--- config.mk ---
export PLATFORM = sky130hd
export DESIGN_NAME = memscope_top
export DESIGN_NICKNAME = d
export VERILOG_FILES = /design/src/rtl/memscope_pkg.sv /design/src/rtl/scope_beat_if.sv /design/src/rtl/scope_ctrl_regs.sv /design/src/rtl/scope_trigger_capture.sv /design/src/rtl/scope_sample_fifo.sv /design/src/rtl/scope_burst_writer.sv /design/src/rtl/memscope_top.sv
export SDC_FILE = /design/constraint.sdc
export NUM_CORES = 1
export LEC_CHECK = 0
export BUFFER_PORTS_ARGS = -buffer_cell sky130_fd_sc_hd__buf_2
export CAP_MARGIN = 20
export CORE_AREA = 2 2 215 217
export DETAILED_ROUTE_END_ITERATION = 6
export DIE_AREA = 0 0 217 219
export PLACE_DENSITY = 0.89
export SLEW_MARGIN = 30
export SYNTH_ARGS = -nofsm -noshare
export SYNTH_HDL_FRONTEND = slang
export SYNTH_HIERARCHICAL = 1
export SYNTH_SLANG_ARGS = --single-unit
--- constraint.sdc ---
create_clock -name i_clk -period 8.4 [get_ports i_clk]
set_clock_uncertainty 0.2 [all_clocks]
set_input_delay 0.84 -clock i_clk [delete_from_list [all_inputs] [get_ports i_clk]]
set_output_delay 0.84 -clock i_clk [all_outputs]
set_load 0.05 [all_outputs]
--- src/rtl/memscope_pkg.sv ---
/*
 * Shared widths, register map and control types of the capture scope
 * The register port is one word wide with a two-bit word address
 * The state code sits in bits 30:28 of the control word (see the regs)
 */
package memscope_pkg;

	// Holdoff counter and register data widths
	localparam int HOLDOFF_W = 20;
	localparam int REG_DATA_W = 32;

	// Register word addresses
	typedef enum logic [1:0]
	{
		REG_CTRL = 2'd0,
		REG_WPTR = 2'd1,
		REG_UNUSED = 2'd2
	} reg_addr_e;

	// Control word bits
	localparam int CTRL_RESET_BIT = 31;
	localparam int CTRL_MANUAL_BIT = 27;
	localparam int CTRL_DISABLE_BIT = 26;

	// Status code, read back in the control word
	typedef enum logic [2:0]
	{
		ST_UNPRIMED = 3'd0,
		ST_PRIMED = 3'd1,
		ST_TRIGGERED = 3'd2,
		ST_DONE = 3'd3,
		ST_BUS_ERR = 3'd5
	} scope_state_e;

	// Control fields handed from the regs to capture and writer
	typedef struct packed
	{
		logic [HOLDOFF_W-1:0] holdoff;
		logic manual_trigger;
		logic disable_trigger;
		logic scope_reset;
	} scope_ctrl_t;

	// Write response bit that flags SLVERR or DECERR
	localparam int BRESP_ERR_BIT = 1;

endpackage

--- src/rtl/scope_beat_if.sv ---
/*
 * Beat channel between the capture stage and the sample FIFO
 * The source may only send while it holds a credit
 * The sink returns one credit for every beat it pops
 */
interface scope_beat_if #(
	parameter int DATA_W = 32
);
	// One captured sample per cycle at most
	logic beat_valid;
	logic [DATA_W-1:0] beat_data;
	// Last sample of the capture window
	logic beat_final;
	// Pulses once per beat leaving the FIFO
	logic beat_credit;

	modport src
	(
		output beat_valid,
		output beat_data,
		output beat_final,
		input beat_credit
	);

	modport snk
	(
		input beat_valid,
		input beat_data,
		input beat_final,
		output beat_credit
	);

endinterface

--- src/rtl/scope_ctrl_regs.sv ---
/*
 * Single-cycle register port of the capture scope
 * Reads return data one cycle after i_reg_rd; reads are single pulses
 * A control write with bit 31 clear starts a scope reset and loads the holdoff
 * Scope reset is held at least two cycles and until the writer is idle
 */
module scope_ctrl_regs #(
	parameter int LG_MEM_WORDS = 6,
	parameter logic [memscope_pkg::HOLDOFF_W-1:0] DEF_HOLDOFF = '0
) (
	input logic i_clk,
	input logic i_reset,
	input logic i_reg_wr,
	input logic i_reg_rd,
	input memscope_pkg::reg_addr_e i_reg_addr,
	input logic [memscope_pkg::REG_DATA_W-1:0] i_reg_wdata,
	output logic [memscope_pkg::REG_DATA_W-1:0] o_reg_rdata,
	output logic o_reg_rvalid,
	output memscope_pkg::scope_ctrl_t o_ctrl,
	input logic i_primed,
	input logic i_triggered,
	input logic i_stopped,
	input logic i_busy,
	input logic i_err,
	input logic [LG_MEM_WORDS-1:0] i_wptr
);
	// State code position in the control word
	localparam int STATE_LSB = 28;

	memscope_pkg::scope_ctrl_t ctrl_q;
	memscope_pkg::scope_state_e state;
	logic [memscope_pkg::REG_DATA_W-1:0] ctrl_word;
	logic ctrl_wr;
	// Scope reset was already high last cycle
	logic reset_held;

	assign o_ctrl = ctrl_q;
	assign ctrl_wr = i_reg_wr && (i_reg_addr == memscope_pkg::REG_CTRL);

	////////////////////////////////////////
	// Control fields
	////////////////////////////////////////

	always_ff @(posedge i_clk)
	begin
		if (i_reset)
		begin
			ctrl_q.holdoff <= DEF_HOLDOFF;
			ctrl_q.manual_trigger <= 1'b0;
			ctrl_q.disable_trigger <= 1'b0;
			ctrl_q.scope_reset <= 1'b0;
			reset_held <= 1'b0;
		end
		else
		begin
			reset_held <= ctrl_q.scope_reset;
			// A beat may still be in the capture pipeline on the first cycle
			if (ctrl_q.scope_reset && reset_held && !i_busy)
				ctrl_q.scope_reset <= 1'b0;
			if (ctrl_wr)
			begin
				ctrl_q.manual_trigger <= i_reg_wdata[memscope_pkg::CTRL_MANUAL_BIT];
				ctrl_q.disable_trigger <= i_reg_wdata[memscope_pkg::CTRL_DISABLE_BIT];
				// Bit 31 set leaves the capture running
				if (!i_reg_wdata[memscope_pkg::CTRL_RESET_BIT])
				begin
					ctrl_q.scope_reset <= 1'b1;
					ctrl_q.holdoff <= i_reg_wdata[memscope_pkg::HOLDOFF_W-1:0];
				end
			end
		end
	end

	////////////////////////////////////////
	// Status and read data
	////////////////////////////////////////

	// Error wins over everything, then done, triggered, primed
	always_comb
	begin
		if (i_err)
			state = memscope_pkg::ST_BUS_ERR;
		else if (i_stopped && !i_busy)
			state = memscope_pkg::ST_DONE;
		else if (i_triggered)
			state = memscope_pkg::ST_TRIGGERED;
		else if (i_primed)
			state = memscope_pkg::ST_PRIMED;
		else
			state = memscope_pkg::ST_UNPRIMED;
	end

	always_comb
	begin
		ctrl_word = '0;
		ctrl_word[memscope_pkg::HOLDOFF_W-1:0] = ctrl_q.holdoff;
		ctrl_word[memscope_pkg::CTRL_DISABLE_BIT] = ctrl_q.disable_trigger;
		ctrl_word[memscope_pkg::CTRL_MANUAL_BIT] = ctrl_q.manual_trigger;
		ctrl_word[STATE_LSB+:3] = state;
		ctrl_word[memscope_pkg::CTRL_RESET_BIT] = ctrl_q.scope_reset;
	end

	always_ff @(posedge i_clk)
	begin
		if (i_reset)
			o_reg_rvalid <= 1'b0;
		else
			o_reg_rvalid <= i_reg_rd;
	end

	always_ff @(posedge i_clk)
	begin
		case (i_reg_addr)
			memscope_pkg::REG_CTRL: o_reg_rdata <= ctrl_word;
			// Next ring word to write, the oldest sample once done
			memscope_pkg::REG_WPTR: o_reg_rdata <= memscope_pkg::REG_DATA_W'(i_wptr);
			default: o_reg_rdata <= '0;
		endcase
	end

	// Reads are issued as single-cycle requests
	a_rvalid_pulse: assert property (@(posedge i_clk) disable iff (i_reset)
		o_reg_rvalid |=> !o_reg_rvalid);

endmodule

--- src/rtl/scope_trigger_capture.sv ---
/*
 * Stream acceptance, priming, trigger and holdoff counting
 * Primed after one full ring of samples; triggers only once primed
 * The trigger sample plus holdoff more samples are captured
 * o_tready is low while in scope reset, after the last sample, or out of credits
 */
module scope_trigger_capture #(
	parameter int DATA_W = 32,
	parameter int LG_MEM_WORDS = 6,
	parameter int LG_FIFO = 4
) (
	input logic i_clk,
	input logic i_reset,
	input logic i_tvalid,
	input logic [DATA_W-1:0] i_tdata,
	output logic o_tready,
	input logic i_trigger,
	input memscope_pkg::scope_ctrl_t i_ctrl,
	scope_beat_if.src beat,
	output logic o_primed,
	output logic o_triggered,
	output logic o_stopped
);
	localparam int CW = LG_FIFO + 1;

	// Free FIFO entries as seen from this side
	logic [CW-1:0] credits;
	logic [LG_MEM_WORDS-1:0] prime_cnt;
	logic [memscope_pkg::HOLDOFF_W-1:0] remaining;
	// Trigger sample already taken, holdoff running
	logic counting;
	// Last sample accepted, no more may enter
	logic taken_all;
	logic accept;
	logic fire;
	logic trig_now;
	logic is_last;

	assign o_tready = !i_ctrl.scope_reset && !taken_all && (credits != '0);
	assign accept = i_tvalid && o_tready;

	// External trigger unless disabled, or the manual bit
	assign fire = o_primed
		&& (i_ctrl.manual_trigger || (i_trigger && !i_ctrl.disable_trigger));
	assign trig_now = o_triggered || fire;
	assign is_last = accept && trig_now
		&& (counting ? (remaining == 1) : (i_ctrl.holdoff == '0));

	////////////////////////////////////////
	// Credits
	////////////////////////////////////////

	always_ff @(posedge i_clk)
	begin
		if (i_reset)
			credits <= CW'(1 << LG_FIFO);
		else
		begin
			case ({accept, beat.beat_credit})
				2'b10: credits <= credits - 1'b1;
				2'b01: credits <= credits + 1'b1;
				default: credits <= credits;
			endcase
		end
	end

	////////////////////////////////////////
	// Priming, trigger and holdoff
	////////////////////////////////////////

	always_ff @(posedge i_clk)
	begin
		if (i_reset || i_ctrl.scope_reset)
		begin
			prime_cnt <= '0;
			o_primed <= 1'b0;
			o_triggered <= 1'b0;
			counting <= 1'b0;
			taken_all <= 1'b0;
			o_stopped <= 1'b0;
		end
		else
		begin
			// One full ring of samples before a trigger counts
			if (accept && !o_primed)
			begin
				prime_cnt <= prime_cnt + 1'b1;
				if (&prime_cnt)
					o_primed <= 1'b1;
			end
			if (fire)
				o_triggered <= 1'b1;
			if (accept && trig_now)
				counting <= 1'b1;
			if (is_last)
				taken_all <= 1'b1;
			// Final beat is in the FIFO from the next cycle on
			if (beat.beat_valid && beat.beat_final)
				o_stopped <= 1'b1;
		end
	end

	always_ff @(posedge i_clk)
	begin
		if (accept && trig_now)
		begin
			if (counting)
				remaining <= remaining - 1'b1;
			else
				remaining <= i_ctrl.holdoff;
		end
	end

	////////////////////////////////////////
	// Beat out, one cycle after acceptance
	////////////////////////////////////////

	always_ff @(posedge i_clk)
	begin
		if (i_reset)
		begin
			beat.beat_valid <= 1'b0;
			beat.beat_final <= 1'b0;
		end
		else
		begin
			beat.beat_valid <= accept;
			beat.beat_final <= is_last;
		end
	end

	always_ff @(posedge i_clk)
	begin
		beat.beat_data <= i_tdata;
	end

	// Returned credits never outnumber the beats sent
	a_credit_bound: assert property (@(posedge i_clk) disable iff (i_reset)
		credits <= CW'(1 << LG_FIFO));

endmodule

--- src/rtl/scope_sample_fifo.sv ---
/*
 * Beat FIFO of 2^LG_FIFO entries between capture and the burst writer
 * Head data is visible the cycle after a beat is written
 * Returns one credit per pop; never overflows as long as the source obeys credits
 */
module scope_sample_fifo #(
	parameter int DATA_W = 32,
	parameter int LG_FIFO = 4
) (
	input logic i_clk,
	input logic i_reset,
	input logic i_clear,
	scope_beat_if.snk beat,
	output logic [LG_FIFO:0] o_level,
	output logic [DATA_W-1:0] o_data,
	input logic i_pop
);
	logic [DATA_W-1:0] mem [2**LG_FIFO];
	logic [LG_FIFO-1:0] wr_ptr;
	logic [LG_FIFO-1:0] rd_ptr;
	logic [LG_FIFO:0] level;
	logic realign;

	// Drained during scope reset, so pointers restart at zero
	assign realign = i_clear && (level == '0) && !beat.beat_valid;

	always_ff @(posedge i_clk)
	begin
		if (beat.beat_valid)
			mem[wr_ptr] <= beat.beat_data;
	end

	always_ff @(posedge i_clk)
	begin
		if (i_reset || realign)
		begin
			wr_ptr <= '0;
			rd_ptr <= '0;
		end
		else
		begin
			if (beat.beat_valid)
				wr_ptr <= wr_ptr + 1'b1;
			if (i_pop)
				rd_ptr <= rd_ptr + 1'b1;
		end
	end

	always_ff @(posedge i_clk)
	begin
		if (i_reset)
			level <= '0;
		else
		begin
			case ({beat.beat_valid, i_pop})
				2'b10: level <= level + 1'b1;
				2'b01: level <= level - 1'b1;
				default: level <= level;
			endcase
		end
	end

	// Credit back to capture, one per popped beat
	always_ff @(posedge i_clk)
	begin
		if (i_reset)
			beat.beat_credit <= 1'b0;
		else
			beat.beat_credit <= i_pop;
	end

	assign o_level = level;
	assign o_data = mem[rd_ptr];

	a_no_underflow: assert property (@(posedge i_clk) disable iff (i_reset)
		i_pop |-> (level != '0));

endmodule

--- src/rtl/scope_burst_writer.sv ---
/*
 * Writes FIFO beats into the memory ring in bursts of up to 2^LG_MAX_BURST
 * Each burst stays inside one aligned block, so it never wraps the ring
 * AW and the first W beat are raised together; B is always accepted
 * During scope reset the FIFO is flushed to memory, then the ring restarts at 0
 */
module scope_burst_writer #(
	parameter int DATA_W = 32,
	parameter int LG_MEM_WORDS = 6,
	parameter int LG_FIFO = 4,
	parameter int LG_MAX_BURST = 3
) (
	input logic i_clk,
	input logic i_reset,
	input memscope_pkg::scope_ctrl_t i_ctrl,
	input logic i_stopped,
	input logic [LG_FIFO:0] i_level,
	input logic [DATA_W-1:0] i_data,
	output logic o_pop,
	output logic o_awvalid,
	input logic i_awready,
	output logic [LG_MEM_WORDS-1:0] o_awaddr,
	output logic [7:0] o_awlen,
	output logic o_wvalid,
	input logic i_wready,
	output logic [DATA_W-1:0] o_wdata,
	output logic o_wlast,
	input logic i_bvalid,
	input logic [1:0] i_bresp,
	output logic o_busy,
	output logic o_err,
	output logic [LG_MEM_WORDS-1:0] o_wptr,
	output logic o_int
);
	localparam int BURST = 1 << LG_MAX_BURST;
	localparam int BW = LG_MAX_BURST + 1;
	localparam int LW = LG_FIFO + 1;
	// Room for every block of the ring plus slack
	localparam int OUT_W = LG_MEM_WORDS - LG_MAX_BURST + 2;

	// Next ring word to be written
	logic [LG_MEM_WORDS-1:0] wr_addr;
	// W beats still owed for the current burst
	logic [BW-1:0] w_pending;
	// Beats already sent in the current burst
	logic [7:0] w_beat;
	// Bursts issued whose B has not come back
	logic [OUT_W-1:0] out_cnt;
	logic [BW-1:0] room;
	logic [BW-1:0] len;
	logic [LW-1:0] avail;
	logic have_data;
	logic w_free;
	logic start;
	logic ring_restart;
	logic last_resp;

	////////////////////////////////////////
	// Burst sizing and start
	////////////////////////////////////////

	always_comb
	begin
		// Words left in the current aligned block
		room = BW'(BURST) - BW'(wr_addr[LG_MAX_BURST-1:0]);
		// Beats in the FIFO not yet claimed by a burst
		avail = i_level - LW'(w_pending);
		if (avail >= LW'(room))
			len = room;
		else
			len = avail[BW-1:0];
		// Partial bursts only once no more beats are coming
		have_data = (avail >= LW'(room))
			|| ((i_stopped || i_ctrl.scope_reset) && (avail != '0));
		// Current burst ends this cycle or none is running
		w_free = (w_pending == '0) || ((w_pending == 1) && i_wready);
		start = have_data && w_free && (!o_awvalid || i_awready) && (out_cnt != '1);
	end

	assign ring_restart = i_ctrl.scope_reset && !o_busy;

	always_ff @(posedge i_clk)
	begin
		if (i_reset || ring_restart)
			wr_addr <= '0;
		else if (start)
			wr_addr <= wr_addr + LG_MEM_WORDS'(len);
	end

	////////////////////////////////////////
	// AW and W channels
	////////////////////////////////////////

	always_ff @(posedge i_clk)
	begin
		if (i_reset)
			o_awvalid <= 1'b0;
		else if (start)
			o_awvalid <= 1'b1;
		else if (i_awready)
			o_awvalid <= 1'b0;
	end

	always_ff @(posedge i_clk)
	begin
		if (start)
		begin
			o_awaddr <= wr_addr;
			o_awlen <= 8'(len) - 8'd1;
		end
	end

	always_ff @(posedge i_clk)
	begin
		if (i_reset)
			w_pending <= '0;
		else if (start)
			w_pending <= len;
		else if (o_pop)
			w_pending <= w_pending - 1'b1;
	end

	always_ff @(posedge i_clk)
	begin
		if (i_reset || start)
			w_beat <= '0;
		else if (o_pop)
			w_beat <= w_beat + 1'b1;
	end

	assign o_wvalid = (w_pending != '0);
	assign o_wlast = (w_pending == 1);
	assign o_wdata = i_data;
	assign o_pop = o_wvalid && i_wready;

	////////////////////////////////////////
	// Responses, error and completion
	////////////////////////////////////////

	always_ff @(posedge i_clk)
	begin
		if (i_reset)
			out_cnt <= '0;
		else
		begin
			case ({start, i_bvalid})
				2'b10: out_cnt <= out_cnt + 1'b1;
				2'b01: out_cnt <= out_cnt - 1'b1;
				default: out_cnt <= out_cnt;
			endcase
		end
	end

	assign o_busy = o_awvalid || (w_pending != '0) || (out_cnt != '0) || (i_level != '0);

	// Sticky until the next scope reset completes
	always_ff @(posedge i_clk)
	begin
		if (i_reset || ring_restart)
			o_err <= 1'b0;
		else if (i_bvalid && i_bresp[memscope_pkg::BRESP_ERR_BIT])
			o_err <= 1'b1;
	end

	// Last response of a stopped capture with nothing left behind it
	assign last_resp = i_bvalid && (out_cnt == 1) && !o_awvalid
		&& (w_pending == '0) && (i_level == '0) && i_stopped;

	always_ff @(posedge i_clk)
	begin
		if (i_reset)
			o_int <= 1'b0;
		else
			o_int <= last_resp;
	end

	assign o_wptr = wr_addr;

	// A burst ends on the beat that matches its AW length
	a_wlast_end: assert property (@(posedge i_clk) disable iff (i_reset)
		o_wvalid |-> (o_wlast == (w_beat == o_awlen)));

	// Burst stays within its aligned block
	a_aw_block: assert property (@(posedge i_clk) disable iff (i_reset)
		o_awvalid |-> ((int'(o_awaddr[LG_MAX_BURST-1:0]) + int'(o_awlen)) < BURST));

endmodule

--- src/rtl/memscope_top.sv ---
/*
 * Memory-backed capture scope, top level
 * Word addresses on AW; ID, size, burst type, cache and strobes are constants
 * left to the interconnect. B responses are always accepted
 * LG_MAX_BURST must be below LG_FIFO and at most LG_MEM_WORDS
 */
module memscope_top #(
	parameter int DATA_W = 32,
	parameter int LG_MEM_WORDS = 6,
	parameter int LG_FIFO = 4,
	parameter int LG_MAX_BURST = 3,
	parameter logic [memscope_pkg::HOLDOFF_W-1:0] DEF_HOLDOFF = '0
) (
	input logic i_clk,
	input logic i_reset,
	// Sample stream
	input logic i_tvalid,
	input logic [DATA_W-1:0] i_tdata,
	output logic o_tready,
	input logic i_trigger,
	// Register port
	input logic i_reg_wr,
	input logic i_reg_rd,
	input memscope_pkg::reg_addr_e i_reg_addr,
	input logic [memscope_pkg::REG_DATA_W-1:0] i_reg_wdata,
	output logic [memscope_pkg::REG_DATA_W-1:0] o_reg_rdata,
	output logic o_reg_rvalid,
	// Memory write channels
	output logic o_awvalid,
	input logic i_awready,
	output logic [LG_MEM_WORDS-1:0] o_awaddr,
	output logic [7:0] o_awlen,
	output logic o_wvalid,
	input logic i_wready,
	output logic [DATA_W-1:0] o_wdata,
	output logic o_wlast,
	input logic i_bvalid,
	input logic [1:0] i_bresp,
	// Capture complete
	output logic o_int
);
	memscope_pkg::scope_ctrl_t ctrl;
	logic primed;
	logic triggered;
	logic stopped;
	logic busy;
	logic err;
	logic [LG_MEM_WORDS-1:0] wptr;
	logic [LG_FIFO:0] fifo_level;
	logic [DATA_W-1:0] fifo_data;
	logic fifo_pop;

	scope_beat_if #(.DATA_W(DATA_W)) beat ();

	scope_ctrl_regs #(
		.LG_MEM_WORDS(LG_MEM_WORDS),
		.DEF_HOLDOFF(DEF_HOLDOFF)
	) u_regs (
		.i_clk(i_clk), .i_reset(i_reset),
		.i_reg_wr(i_reg_wr), .i_reg_rd(i_reg_rd), .i_reg_addr(i_reg_addr),
		.i_reg_wdata(i_reg_wdata), .o_reg_rdata(o_reg_rdata), .o_reg_rvalid(o_reg_rvalid),
		.o_ctrl(ctrl), .i_primed(primed), .i_triggered(triggered),
		.i_stopped(stopped), .i_busy(busy), .i_err(err), .i_wptr(wptr)
	);

	scope_trigger_capture #(
		.DATA_W(DATA_W),
		.LG_MEM_WORDS(LG_MEM_WORDS),
		.LG_FIFO(LG_FIFO)
	) u_capture (
		.i_clk(i_clk), .i_reset(i_reset),
		.i_tvalid(i_tvalid), .i_tdata(i_tdata), .o_tready(o_tready),
		.i_trigger(i_trigger), .i_ctrl(ctrl), .beat(beat.src),
		.o_primed(primed), .o_triggered(triggered), .o_stopped(stopped)
	);

	scope_sample_fifo #(
		.DATA_W(DATA_W),
		.LG_FIFO(LG_FIFO)
	) u_fifo (
		.i_clk(i_clk), .i_reset(i_reset), .i_clear(ctrl.scope_reset),
		.beat(beat.snk), .o_level(fifo_level), .o_data(fifo_data), .i_pop(fifo_pop)
	);

	scope_burst_writer #(
		.DATA_W(DATA_W),
		.LG_MEM_WORDS(LG_MEM_WORDS),
		.LG_FIFO(LG_FIFO),
		.LG_MAX_BURST(LG_MAX_BURST)
	) u_writer (
		.i_clk(i_clk), .i_reset(i_reset), .i_ctrl(ctrl), .i_stopped(stopped),
		.i_level(fifo_level), .i_data(fifo_data), .o_pop(fifo_pop),
		.o_awvalid(o_awvalid), .i_awready(i_awready), .o_awaddr(o_awaddr),
		.o_awlen(o_awlen), .o_wvalid(o_wvalid), .i_wready(i_wready),
		.o_wdata(o_wdata), .o_wlast(o_wlast), .i_bvalid(i_bvalid), .i_bresp(i_bresp),
		.o_busy(busy), .o_err(err), .o_wptr(wptr), .o_int(o_int)
	);

endmodule

==> results.json <==
{
  "status": "finished, final reports clean",
  "die_h_um": 219,
  "cts_htree_levels": 3,
  "grt_pass1_vias": 15696,
  "path_clk_slew_ns": 0.06,
  "ys.flop_type": "edfxtp_1",
  "p_leak_nw": 10.2,
  "powerDensity_nw_per_um2": 316,
  "clkLatencyLatePin_ns": 0.61,
  "cts.sink_count": 680,
  "grt_pass1_wl_um": 96800,
  "drc_errors": 0,
  "yosys.area.top_type": "edfxtp_1",
  "slew_violations": 0,
  "syn_to_final_growth_pct": 12.1,
  "hold_slack_ns": 0.129,
  "hp-class": "in2reg",
  "nFillCells": 2751,
  "top_usage_layer": "met2",
  "cp.required_ns": 8.74,
  "cp.arrival_ns": 5.17,
  "crit_family": "compound AO/OA/AOI/OAI gates",
  "drt-initial-drc-count": 2063,
  "final-seq-area_um2": 19100,
  "start_kind": "register",
  "cts_setup_buffers": 0,
  "grt_use_met1_pct": 34.3,
  "synthCells": 1563,
  "rows": 78,
  "hold_buffers": 0,
  "grt_use_total_pct": 27.8,
  "portBuffers": 144,
  "multiInputGateArea_um2": 6950,
  "critical_path.max_stage_delay_ns": 0.63,
  "initial_utilization_pct": 59.3,
  "syn_area_um2": 26700,
  "ys_warn_count": 6,
  "grt_max_degree": 75,
  "routed_wl_um": 64500,
  "overflow": 0,
  "root_buffer": "clkbuf_16",
  "pin_count": 161,
  "syn_avg_cell_area_um2": 17.1,
  "fmax_mhz": 207,
  "die-area_um2": 47500,
  "finalHoldViolCount": 0,
  "worstPathCellList": "inv_1 > ha_1 > inv_1 > fa_1 > xor2_1 > ha_1 > o21a_1 > a2111oi_4 > nor2_1 > a21oi_1 > inv_1 > ha_1 > a21o_1 > a21oi_1 > nor2b_1 > o21a_1 > a211oi_1 > a31o_2",
  "cp_max_fo": 10,
  "criticalPathCategory": "reg2reg",
  "end_kind": "register",
  "tns_ns": 0,
  "place.gp.congestion": 0.823,
  "synth_top_area_share_pct": 61.0,
  "slew_headroom_pct": 33.3,
  "drtAntennaViolNets": 0,
  "instances_no_fill": 2325,
  "cts_buffers": 66,
  "dr.pass1.iters": 7,
  "finalSetupViolations": 0,
  "met3_usage_pct": 4.95,
  "cap_violations": 0,
  "crit_buf_inv": 3,
  "synth-seq-cells": 680,
  "cts_tree": "yes",
  "ctsLongestPathBuffers": 3,
  "post-dp-hpwl_um": 32000,
  "final.period_utilization_pct": 57.4,
  "grtUsageMet2_pct": 48.2,
  "peakVddDrop_mv": 0.447,
  "synth_edf_count": 543,
  "rsz0062_at_grt": "false",
  "synth_area_leaders": "edfxtp_1, mux4_2, dfxtp_1",
  "num_vias": 15164,
  "nets": 1794,
  "fin_crit_ns": 4.82,
  "viasPerCell": 6.52,
  "drive_gt1_share_pct": 24.7,
  "antenna_found_initial": 1,
  "seq_area_frac_synth_pct": 71.2,
  "diodes": 0,
  "worst-slew-pin-transition_ns": 1.00,
  "post_cts_resized": 0,
  "core_area_um2": 45100,
  "yosysUniqueCellTypes": 67,
  "synthArstFlopShare_pct": 0,
  "die_w_um": 217,
  "slowest_stage": "a2111oi_4",
  "wire_per_inst_um": 27.7,
  "dp.cells": 2208
}
[metrics by stage]
stage / total power [mW] / util [%] / worst slack [ns] / instance area [um2]
5_1_grt: 9.82 / 66.5 / 3.21 / 30000
3_3_place_gp: 6.31 / 61.4 / 3.80 / 27700
4_1_cts: 9.50 / 66.5 / 3.63 / 30000
6_report: 9.47 / 66.5 / 3.58 / 30000
2_1_floorplan: 6.02 / - / 4.15 / 26800
3_5_place_dp: 6.42 / 61.5 / 3.71 / 27800
[worst paths after layout]
kind                                              from                           end  slack [ns]  depth (start not counted)
worst max register to register       u_fifo/o_level[0]            u_writer/o_wptr[5]        3.58                         18
worst max-delay path                 u_fifo/o_level[0]            u_writer/o_wptr[5]        3.58                         18
worst min register to register  u_capture/prime_cnt[5]        u_capture/prime_cnt[5]        0.29                          2
worst min-delay path                       i_tdata[19]  u_capture/beat.beat_data[19]        0.13                          1
[routing by layer]
metal  wire [um]  up-vias
li1            -     6250
met1       22600     7717
met2       33400     1017
met3        5550      180
met4        2860        0
met5           0        -
[power by group]
group,total (mW),switching [mW],internal (mW)
sequential,3.97,0.162,3.81
combinational,2.45,1.50,0.955
clock,3.04,1.28,1.77
total,9.47,2.94,6.53
[worst register-to-register path, delay by kind of cell (launching register included)]
kind,cells,cell delay [ns]
buffers and inverters,3,0.24
adder cells (fa/ha/maj),4,1.16
AND/OR/NAND/NOR,2,0.18
XOR/XNOR,1,0.38
flip-flops,1,0.38
AO/OA/AOI/OAI,8,2.23
[state kept, by name, indices dropped and copies added, names as in the netlist, 4 cells and up, named ones only]
register and count:
u_capture/credits 5, u_fifo/wr_ptr 4, u_capture/beat.beat_data 32, u_regs/o_ctrl 23, u_capture/remaining 20, u_regs/o_reg_rdata 26
u_writer/w_pending 4, u_writer/o_awaddr 6, u_writer/o_awlen 5, u_fifo/mem 512, u_writer/out_cnt 5, u_fifo/o_level 5
u_writer/o_wptr 6, u_capture/prime_cnt 6, u_fifo/rd_ptr 4
[layout by cell type, fill, tap and decap left out, types with 10 or more instances in the layout]
cell type    n
edfxtp_1   543
buf_2      144
dfxtp_1    135
mux4_2     128
nor2_1      86
nand2_1     86
clkbuf_16   68
a22oi_1     65
a21oi_1     57
ha_1        38
inv_1       36
xor2_1      22
mux2i_1     20
and2_1      19
and2_4      16
xnor2_1     15
clkinv_2    12
nor3_1      12
or3_1       12
nor2b_1     11
clkbuf_8    10
clkbuf_1    10
o31ai_1     10
o21ai_0     10
[Yosys cell counts (3+ instances only)]
library cell,n
mux4_2,128
and3_1,3
edfxtp_1,543
nor4_1,9
a21o_1,4
nor3_1,12
buf_6,7
fa_1,3
a211o_1,3
a211oi_1,4
xor2_1,22
a21oi_1,57
buf_2,10
buf_1,10
xnor2_1,15
nand3b_1,5
nor2_1,87
and4_1,3
ha_1,38
inv_1,36
or3_1,12
a211oi_2,3
nor2b_1,13
dfxtp_1,137
o21a_1,3
o21ai_1,3
o31ai_1,10
o21ai_0,10
nand3_1,5
nand4b_1,3
a31oi_1,9
mux2i_1,20
or4_1,9
nor3b_1,6
and2_1,35
a22oi_1,65
o211ai_1,3
nand2b_1,4
nand4_1,7
or2_2,4
buf_4,50
clkbuf_1,37
nand2_1,86
[area by class of cell]
class / instances / share of cell area, %
tap: 600 / 2.51
clock inverter: 29 / 1.13
sequential: 680 / 63.6
inverter: 37 / 0.472
clock buffer: 88 / 6.26
timing repair buffer: 154 / 2.83
multi-input combinational: 737 / 23.2
[cell families after synthesis]
family	Yosys count	share of synthesized area [%]
AOI/OAI and AO/OA	187	4.74
xor gates and xnor gates	37	1.21
adders and majority gates	41	2.00
buffers and inverters	151	3.07
DFF	680	71.2
muxes	150	11.6
other	1	0.0140
and+or+nand+nor	316	6.11
Power figures use the tool's default switching activity.
